File: config.mk
export PLATFORM = sky130hd
export DESIGN_NAME = br_top
export DESIGN_NICKNAME = d
export VERILOG_FILES = /design/src/br_pkg.sv /design/src/br_predict.sv /design/src/br_operand.sv /design/src/fu_branch.sv /design/src/br_update.sv /design/src/br_top.sv
export SDC_FILE = /design/constraint.sdc
export NUM_CORES = 2
export LEC_CHECK = 0
export ABC_CLOCK_PERIOD_IN_PS = 8620
export BUFFER_PORTS_ARGS = -buffer_cell sky130_fd_sc_hd__buf_4
export CAP_MARGIN = 10
export CORE_MARGIN = 5
export CORE_UTILIZATION = 35
export CTS_CLUSTER_SIZE = 20
export DETAILED_ROUTE_END_ITERATION = 10
export PLACE_DENSITY = 0.61
export SLEW_MARGIN = 30
export SYNTH_ARGS = -nofsm -noshare
export SYNTH_HDL_FRONTEND = slang
export SYNTH_HIERARCHICAL = 1
export SYNTH_SLANG_ARGS = --single-unit
File: constraint.sdc
create_clock -name CLK -period 8.62 [get_ports CLK]
set_input_delay 1.724 -clock CLK [delete_from_list [all_inputs] [get_ports CLK]]
set_output_delay 1.724 -clock CLK [all_outputs]
set_load 0.02 [all_outputs]
File: src/br_pkg.sv
`default_nettype none

package br_pkg;

  // datapath width for pcs, operands and immediates
  localparam int XLEN = 32;

  // direct-mapped btb, indexed by pc[5:2] and tagged by pc[31:6]
  localparam int BTB_ENTRIES = 16;
  localparam int BTB_IDX_W   = 4;
  localparam int BTB_TAG_W   = 26;

  // comparison selected in the resolve stage
  typedef enum logic [1:0] {
    CMP_EQ  = 2'd0,  // beq, bne
    CMP_LT  = 2'd1,  // blt, bge
    CMP_LTU = 2'd2   // bltu, bgeu
  } br_cmp_e;

  // two-bit saturating counter held in every btb entry
  typedef enum logic [1:0] {
    STRONG_NT = 2'd0,
    WEAK_NT   = 2'd1,
    WEAK_T    = 2'd2,
    STRONG_T  = 2'd3
  } br_ctr_e;

  // funct3 field of the conditional branch opcode
  localparam logic [2:0] F3_BEQ  = 3'b000;
  localparam logic [2:0] F3_BNE  = 3'b001;
  localparam logic [2:0] F3_BLT  = 3'b100;
  localparam logic [2:0] F3_BGE  = 3'b101;
  localparam logic [2:0] F3_BLTU = 3'b110;
  localparam logic [2:0] F3_BGEU = 3'b111;

  // 010 and 011 have no branch meaning and are rejected at issue

endpackage

`default_nettype wire

File: src/br_predict.sv
`timescale 1ns/1ps
`default_nettype none

module br_predict import br_pkg::*; (
  input  logic            CLK,
  input  logic            nRST,
  input  logic [XLEN-1:0] lookup_pc,
  input  logic            btb_we,
  input  logic [XLEN-1:0] btb_pc,
  input  logic [XLEN-1:0] btb_target,
  input  logic            btb_taken,
  output logic            pred_taken,
  output logic [XLEN-1:0] pred_target
);

  // per-entry valid, tag, target and counter
  logic [BTB_ENTRIES-1:0] valid_q;
  logic [BTB_TAG_W-1:0]   tag_q    [BTB_ENTRIES];
  logic [XLEN-1:0]        target_q [BTB_ENTRIES];
  br_ctr_e                ctr_q    [BTB_ENTRIES];

  // lookup side
  logic [BTB_IDX_W-1:0] rd_idx;
  logic [BTB_TAG_W-1:0] rd_tag;
  logic                 rd_hit;
  br_ctr_e              rd_ctr;

  // write side
  logic [BTB_IDX_W-1:0] wr_idx;
  logic [BTB_TAG_W-1:0] wr_tag;
  logic                 wr_hit;

  // move the counter one step toward the resolved outcome, saturating at both ends
  function automatic br_ctr_e ctr_step(input br_ctr_e cur, input logic taken);
    br_ctr_e nxt;
    nxt = cur;
    case (cur)
      STRONG_NT: nxt = taken ? WEAK_NT  : STRONG_NT;
      WEAK_NT:   nxt = taken ? WEAK_T   : STRONG_NT;
      WEAK_T:    nxt = taken ? STRONG_T : WEAK_NT;
      STRONG_T:  nxt = taken ? STRONG_T : WEAK_T;
      default:   nxt = cur;
    endcase
    return nxt;
  endfunction

  assign rd_idx = lookup_pc[2 +: BTB_IDX_W];
  assign rd_tag = lookup_pc[XLEN-1 -: BTB_TAG_W];
  assign rd_hit = valid_q[rd_idx] && (tag_q[rd_idx] == rd_tag);
  assign rd_ctr = ctr_q[rd_idx];

  always_comb begin
    pred_taken  = 1'b0;
    pred_target = lookup_pc + 32'd4;  // fall through when missing or weakly not taken
    if (rd_hit && (rd_ctr == WEAK_T || rd_ctr == STRONG_T)) begin
      pred_taken  = 1'b1;
      pred_target = target_q[rd_idx];
    end
  end

  assign wr_idx = btb_pc[2 +: BTB_IDX_W];
  assign wr_tag = btb_pc[XLEN-1 -: BTB_TAG_W];
  assign wr_hit = valid_q[wr_idx] && (tag_q[wr_idx] == wr_tag);

  always_ff @(posedge CLK, negedge nRST) begin
    if (!nRST) begin
      valid_q <= '0;
    end else if (btb_we) begin
      valid_q[wr_idx] <= 1'b1;  // an allocation on a miss also lands here
    end
  end

  // a matching entry trains its counter, anything else at the index is replaced
  always_ff @(posedge CLK) begin
    if (btb_we) begin
      target_q[wr_idx] <= btb_target;
      if (wr_hit) begin
        ctr_q[wr_idx] <= ctr_step(ctr_q[wr_idx], btb_taken);
      end else begin
        tag_q[wr_idx] <= wr_tag;
        ctr_q[wr_idx] <= btb_taken ? WEAK_T : WEAK_NT;
      end
    end
  end

endmodule

`default_nettype wire

File: src/br_operand.sv
`timescale 1ns/1ps
`default_nettype none

module br_operand import br_pkg::*; (
  input  logic            CLK,
  input  logic            nRST,
  input  logic            issue,
  input  logic [XLEN-1:0] issue_pc,
  input  logic [2:0]      issue_funct3,
  input  logic [XLEN-1:0] issue_a,
  input  logic [XLEN-1:0] issue_b,
  input  logic [XLEN-1:0] issue_imm,
  input  logic            pred_taken,
  input  logic            retire,
  output logic            branch,
  output br_cmp_e         branch_type,
  output logic            branch_gate_sel,
  output logic [XLEN-1:0] current_pc,
  output logic [XLEN-1:0] reg_a,
  output logic [XLEN-1:0] reg_b,
  output logic [XLEN-1:0] imm,
  output logic            predicted_outcome
);

  logic    dec_ok;   // funct3 names a conditional branch
  br_cmp_e dec_cmp;
  logic    dec_inv;  // outcome is the negated compare
  logic    capture;

  always_comb begin
    dec_ok  = 1'b1;
    dec_cmp = CMP_EQ;
    dec_inv = 1'b0;
    case (issue_funct3)
      F3_BEQ:  dec_cmp = CMP_EQ;
      F3_BNE:  begin dec_cmp = CMP_EQ;  dec_inv = 1'b1; end
      F3_BLT:  dec_cmp = CMP_LT;
      F3_BGE:  begin dec_cmp = CMP_LT;  dec_inv = 1'b1; end
      F3_BLTU: dec_cmp = CMP_LTU;
      F3_BGEU: begin dec_cmp = CMP_LTU; dec_inv = 1'b1; end
      default: dec_ok = 1'b0;
    endcase
  end

  // only one branch can wait here, a second issue is dropped
  assign capture = issue && !branch && dec_ok;

  always_ff @(posedge CLK, negedge nRST) begin
    if (!nRST) begin
      branch <= 1'b0;
    end else if (capture) begin
      branch <= 1'b1;
    end else if (retire) begin
      branch <= 1'b0;
    end
  end

  always_ff @(posedge CLK) begin
    if (capture) begin
      branch_type       <= dec_cmp;
      branch_gate_sel   <= dec_inv;
      current_pc        <= issue_pc;
      reg_a             <= issue_a;
      reg_b             <= issue_b;
      imm               <= issue_imm;
      predicted_outcome <= pred_taken;  // prediction seen in the issue cycle
    end
  end

endmodule

`default_nettype wire

File: src/fu_branch.sv
`timescale 1ns/1ps
`default_nettype none

module fu_branch import br_pkg::*; (
  input  logic            CLK,
  input  logic            nRST,
  input  logic            branch,
  input  logic            enable,
  input  br_cmp_e         branch_type,
  input  logic            branch_gate_sel,
  input  logic [XLEN-1:0] current_pc,
  input  logic [XLEN-1:0] reg_a,
  input  logic [XLEN-1:0] reg_b,
  input  logic [XLEN-1:0] imm,
  input  logic            predicted_outcome,
  output logic            branch_outcome,
  output logic            misprediction,
  output logic [XLEN-1:0] correct_pc,
  output logic            update_btb,
  output logic [XLEN-1:0] update_pc,
  output logic [XLEN-1:0] branch_target
);

  logic            cmp_true;    // base relation before the bne/bge/bgeu inversion
  logic            actual_outcome;
  logic [XLEN-1:0] taken_pc;
  logic [XLEN-1:0] fall_pc;
  logic            btb_updated; // set once this held branch has sent its update

  // cleared as soon as the operand stage lets the branch go
  always_ff @(posedge CLK, negedge nRST) begin
    if (!nRST) begin
      btb_updated <= 1'b0;
    end else if (!branch) begin
      btb_updated <= 1'b0;
    end else if (enable && !btb_updated) begin
      btb_updated <= 1'b1;
    end
  end

  always_comb begin
    case (branch_type)
      CMP_EQ:  cmp_true = (reg_a == reg_b);
      CMP_LT:  cmp_true = ($signed(reg_a) < $signed(reg_b));
      CMP_LTU: cmp_true = (reg_a < reg_b);
      default: cmp_true = 1'b0;
    endcase
  end

  assign taken_pc       = current_pc + imm;
  assign fall_pc        = current_pc + 32'd4;
  assign actual_outcome = cmp_true ^ branch_gate_sel;

  always_comb begin
    branch_outcome = 1'b0;
    misprediction  = 1'b0;
    correct_pc     = fall_pc;
    update_btb     = 1'b0;
    update_pc      = '0;
    branch_target  = '0;
    if (branch) begin
      branch_outcome = actual_outcome;
      misprediction  = (actual_outcome != predicted_outcome);
      correct_pc     = actual_outcome ? taken_pc : fall_pc;
      // enable paces the update, the guard keeps it to one per branch
      update_btb     = enable && !btb_updated;
      update_pc      = current_pc;     // btb is indexed by the branch's own pc
      branch_target  = taken_pc;       // stored even for not taken outcomes
    end
  end

endmodule

`default_nettype wire

File: src/br_update.sv
`timescale 1ns/1ps
`default_nettype none

module br_update import br_pkg::*; (
  input  logic            CLK,
  input  logic            nRST,
  input  logic            update_btb,
  input  logic            misprediction,
  input  logic            branch_outcome,
  input  logic [XLEN-1:0] correct_pc,
  input  logic [XLEN-1:0] update_pc,
  input  logic [XLEN-1:0] branch_target,
  output logic            resolved,
  output logic            resolved_taken,
  output logic [XLEN-1:0] resolved_pc,
  output logic            redirect,
  output logic [XLEN-1:0] redirect_pc,
  output logic            btb_we,
  output logic [XLEN-1:0] btb_pc,
  output logic [XLEN-1:0] btb_target,
  output logic            btb_taken
);

  logic            taken_q;
  logic [XLEN-1:0] next_pc_q;   // corrected next pc of the resolved branch
  logic [XLEN-1:0] br_pc_q;
  logic [XLEN-1:0] target_q;

  // pulses last exactly one cycle since update_btb is itself a single cycle
  always_ff @(posedge CLK, negedge nRST) begin
    if (!nRST) begin
      resolved <= 1'b0;
      redirect <= 1'b0;
    end else begin
      resolved <= update_btb;
      redirect <= update_btb && misprediction;
    end
  end

  always_ff @(posedge CLK) begin
    if (update_btb) begin
      taken_q   <= branch_outcome;
      next_pc_q <= correct_pc;
      br_pc_q   <= update_pc;
      target_q  <= branch_target;
    end
  end

  // report and redirect share the captured next pc
  assign resolved_taken = taken_q;
  assign resolved_pc    = next_pc_q;
  assign redirect_pc    = next_pc_q;

  // the predictor is written on the edge that closes the report cycle
  assign btb_we     = resolved;
  assign btb_pc     = br_pc_q;
  assign btb_target = target_q;
  assign btb_taken  = taken_q;

endmodule

`default_nettype wire

File: src/br_top.sv
`timescale 1ns/1ps
`default_nettype none

module br_top import br_pkg::*; (
  input  logic            CLK,
  input  logic            nRST,
  input  logic            issue,
  input  logic [XLEN-1:0] issue_pc,
  input  logic [2:0]      issue_funct3,
  input  logic [XLEN-1:0] issue_a,
  input  logic [XLEN-1:0] issue_b,
  input  logic [XLEN-1:0] issue_imm,
  input  logic            enable,
  input  logic            retire,
  output logic            pred_taken,
  output logic [XLEN-1:0] pred_target,
  output logic            busy,
  output logic            resolved,
  output logic            resolved_taken,
  output logic [XLEN-1:0] resolved_pc,
  output logic            redirect,
  output logic [XLEN-1:0] redirect_pc
);

  // operand stage to resolve stage
  br_cmp_e         branch_type;
  logic            branch_gate_sel;
  logic [XLEN-1:0] current_pc;
  logic [XLEN-1:0] reg_a;
  logic [XLEN-1:0] reg_b;
  logic [XLEN-1:0] imm;
  logic            predicted_outcome;

  // resolve stage to update stage
  logic            update_btb;
  logic            misprediction;
  logic            branch_outcome;
  logic [XLEN-1:0] correct_pc;
  logic [XLEN-1:0] update_pc;
  logic [XLEN-1:0] branch_target;

  // update stage back to the btb
  logic            btb_we;
  logic [XLEN-1:0] btb_pc;
  logic [XLEN-1:0] btb_target;
  logic            btb_taken;

  br_predict u_predict (
    .CLK, .nRST, .lookup_pc(issue_pc), .btb_we, .btb_pc, .btb_target, .btb_taken,
    .pred_taken, .pred_target
  );

  br_operand u_operand (
    .CLK, .nRST, .issue, .issue_pc, .issue_funct3, .issue_a, .issue_b, .issue_imm,
    .pred_taken, .retire, .branch(busy), .branch_type, .branch_gate_sel, .current_pc,
    .reg_a, .reg_b, .imm, .predicted_outcome
  );

  fu_branch u_fu_branch (
    .CLK, .nRST, .branch(busy), .enable, .branch_type, .branch_gate_sel, .current_pc,
    .reg_a, .reg_b, .imm, .predicted_outcome, .branch_outcome, .misprediction,
    .correct_pc, .update_btb, .update_pc, .branch_target
  );

  br_update u_update (
    .CLK, .nRST, .update_btb, .misprediction, .branch_outcome, .correct_pc, .update_pc,
    .branch_target, .resolved, .resolved_taken, .resolved_pc, .redirect, .redirect_pc,
    .btb_we, .btb_pc, .btb_target, .btb_taken
  );

endmodule

`default_nettype wire

==> impl_metrics.json <==
{
  "r2r-end": "u_predict/tag_q[1][14]",
  "cts.sinks": 1207,
  "maxCapViolCount": 0,
  "post_cts_resized": 0,
  "wl_per_cell_um": 30.3,
  "cts_hold_buf": 0,
  "hold_viol_final": 0,
  "avgSynthCellArea_um2": 19.0,
  "hold_path_startpoint": "u_predict/valid_q[6]",
  "timing.rr.start": "u_update/btb_pc[3]",
  "cp_slowest_cell": "nor3_1",
  "top_register": "u_predict/target_q",
  "worst_pin_slew_ps": 1120,
  "slew_headroom_pct": 25.2,
  "max-clock-path-buffers": 3,
  "rsz0062_at_grt": "no",
  "syn_to_final_growth_pct": 16.1,
  "layout.cells.non_filler": 5240,
  "drive_gt1_share_pct": 31.3,
  "grt_usage_pct": 19.3,
  "grt_use_met2_pct": 29.8,
  "hold_end": "u_predict/valid_q[6]",
  "start_util_pct": 35.2,
  "largest_registers": "u_predict/target_q: 512 flops, u_predict/tag_q: 416 flops",
  "cts_made_buffers": 134,
  "cp_data_arrival_time_ps": 6030,
  "grt_first_pass_wirelength_mm": 223,
  "dieHeight_um": 401,
  "placedCellCount": 5000,
  "core_mm2": 0.152,
  "cts_max_level": 4,
  "syn_nets": 3022,
  "fmax_mhz": 129,
  "globalRouteMet1Util_pct": 27.2,
  "path_cells": "buf_8, buf_12, mux4_2, mux4_2, xnor2_1, nand4_1, nor3_1, nand3_4, buf_4, mux2_4, buf_4",
  "reg2regPathDepth": 12,
  "diodes": 0,
  "critPathKind": "in -> out",
  "globalplace.congestion": 0.907,
  "post_drt_via_cell_ratio": 5.71,
  "worst_setup_path_start_kind": "primary input",
  "synthCells": 2820,
  "layout_common_cells": "edfxtp_1 (1187), mux4_2 (399), buf_4 (306)",
  "end_kind": "output pin",
  "io_buffer_count": 236,
  "ant_nets": 0,
  "hold_path_depth": 1,
  "finalSetupTns_ps": 0,
  "setup_viol_count_final": 0,
  "p_leak_uw": 0.0207,
  "r2r_slack_ps": 3080,
  "dr.pass1.iters": 7,
  "cts_tree": "yes",
  "grt-ovfl-total": 0,
  "grt_pass1_vias": 29557,
  "synth_area_mm2": 0.0535,
  "critPathRequiredTime_ps": 6900,
  "final_common_cell": "edfxtp_1",
  "drc_errors": 0,
  "n_fill_cell": 13418,
  "timing.final.crit_share_pct": 90.0,
  "path_max_fanout": 38,
  "clock_skew_ps": 27.5,
  "dp_hpwl_mm": 98.4,
  "met3_usage_pct": 5.41,
  "grt_max_degree": 103,
  "postCtsSetupBuffers": 0,
  "powerDensity_mw_per_mm2": 223,
  "slew_violations": 0,
  "yosys_warnings": 6,
  "grt-busiest-layer": "met2",
  "clock_latency_ps": 760,
  "antenna_found_initial": 6,
  "layout_min_cycle_time_ps": 7760,
  "dieArea_mm2": 0.161,
  "cpPeakStageDelay_ps": 580,
  "largest_register_ff_count": 512,
  "clkTransAtPathRegs_ps": 50,
  "rows": 143,
  "drt_iter0_markers": 3524,
  "detail_route.wirelength_mm": 159,
  "status": "finished clean",
  "via_count": 29927,
  "cts_root_buf": "clkbuf_16",
  "io_pins": 237,
  "die_w_um": 401,
  "hp-class": "reg -> reg",
  "ir_drop_mv": 0.174,
  "nets": 3308
}
## worst max-delay path: cells and delay by family
family / cells / cell delay, ps
and+or+nand+nor: 3 / 1200
xor gates and xnor gates: 1 / 220
buffers and inverters: 4 / 1230
muxes: 3 / 1430
## final cells by class
type / instances / area, um^2 / share of cell area [%]
clock inverters: 74 / 800 / 1.29
flip-flops and latches: 1207 / 36100 / 58.2
well taps: 2030 / 2540 / 4.09
multi-input cells: 1366 / 16300 / 26.3
clock buffers: 166 / 3520 / 5.66
inverters: 82 / 308 / 0.496
repair buffers: 315 / 2470 / 3.97
## metrics by stage
stage               hold WS [ps]  setup WS (ps)  total power [uW]  util [%]  instance area [um^2]
floorplan                    452            681              7720         -                 53500
global placement             483           1010              8280      38.0                 57800
CTS                          500            970             13900      40.9                 62100
finish                       495            863             13800      40.9                 62100
detailed placement           485            982              8290      38.0                 57800
global route                 519            719             14300      40.9                 62100
## power breakdown
| group | total, uW | internal (uW) | switching, uW |
|---|---|---|---|
| sequential | 6830 | 6660 | 176 |
| combinational | 1350 | 546 | 803 |
| clock | 5650 | 3260 | 2390 |
## how the worst max path moves through the flow
stage                          from                         to  depth (start not counted)
detailed placement      issue_pc[2]            pred_target[29]                         11
global placement        issue_pc[2]            pred_target[27]                         11
global route            issue_pc[2]            pred_target[29]                         11
CTS                     issue_pc[2]            pred_target[29]                         11
finish                  issue_pc[2]            pred_target[29]                         11
floorplan           issue_funct3[1]  u_operand/branch_gate_sel                          2
## metal layers
layer / share of wire, % / vias to the layer above
li1: - / 12115
met1: 41 / 16004
met2: 46 / 1579
met3: 11 / 227
met4: 2.3 / 2
met5: 0.0082 / -
(Power assumes the default switching activity.)
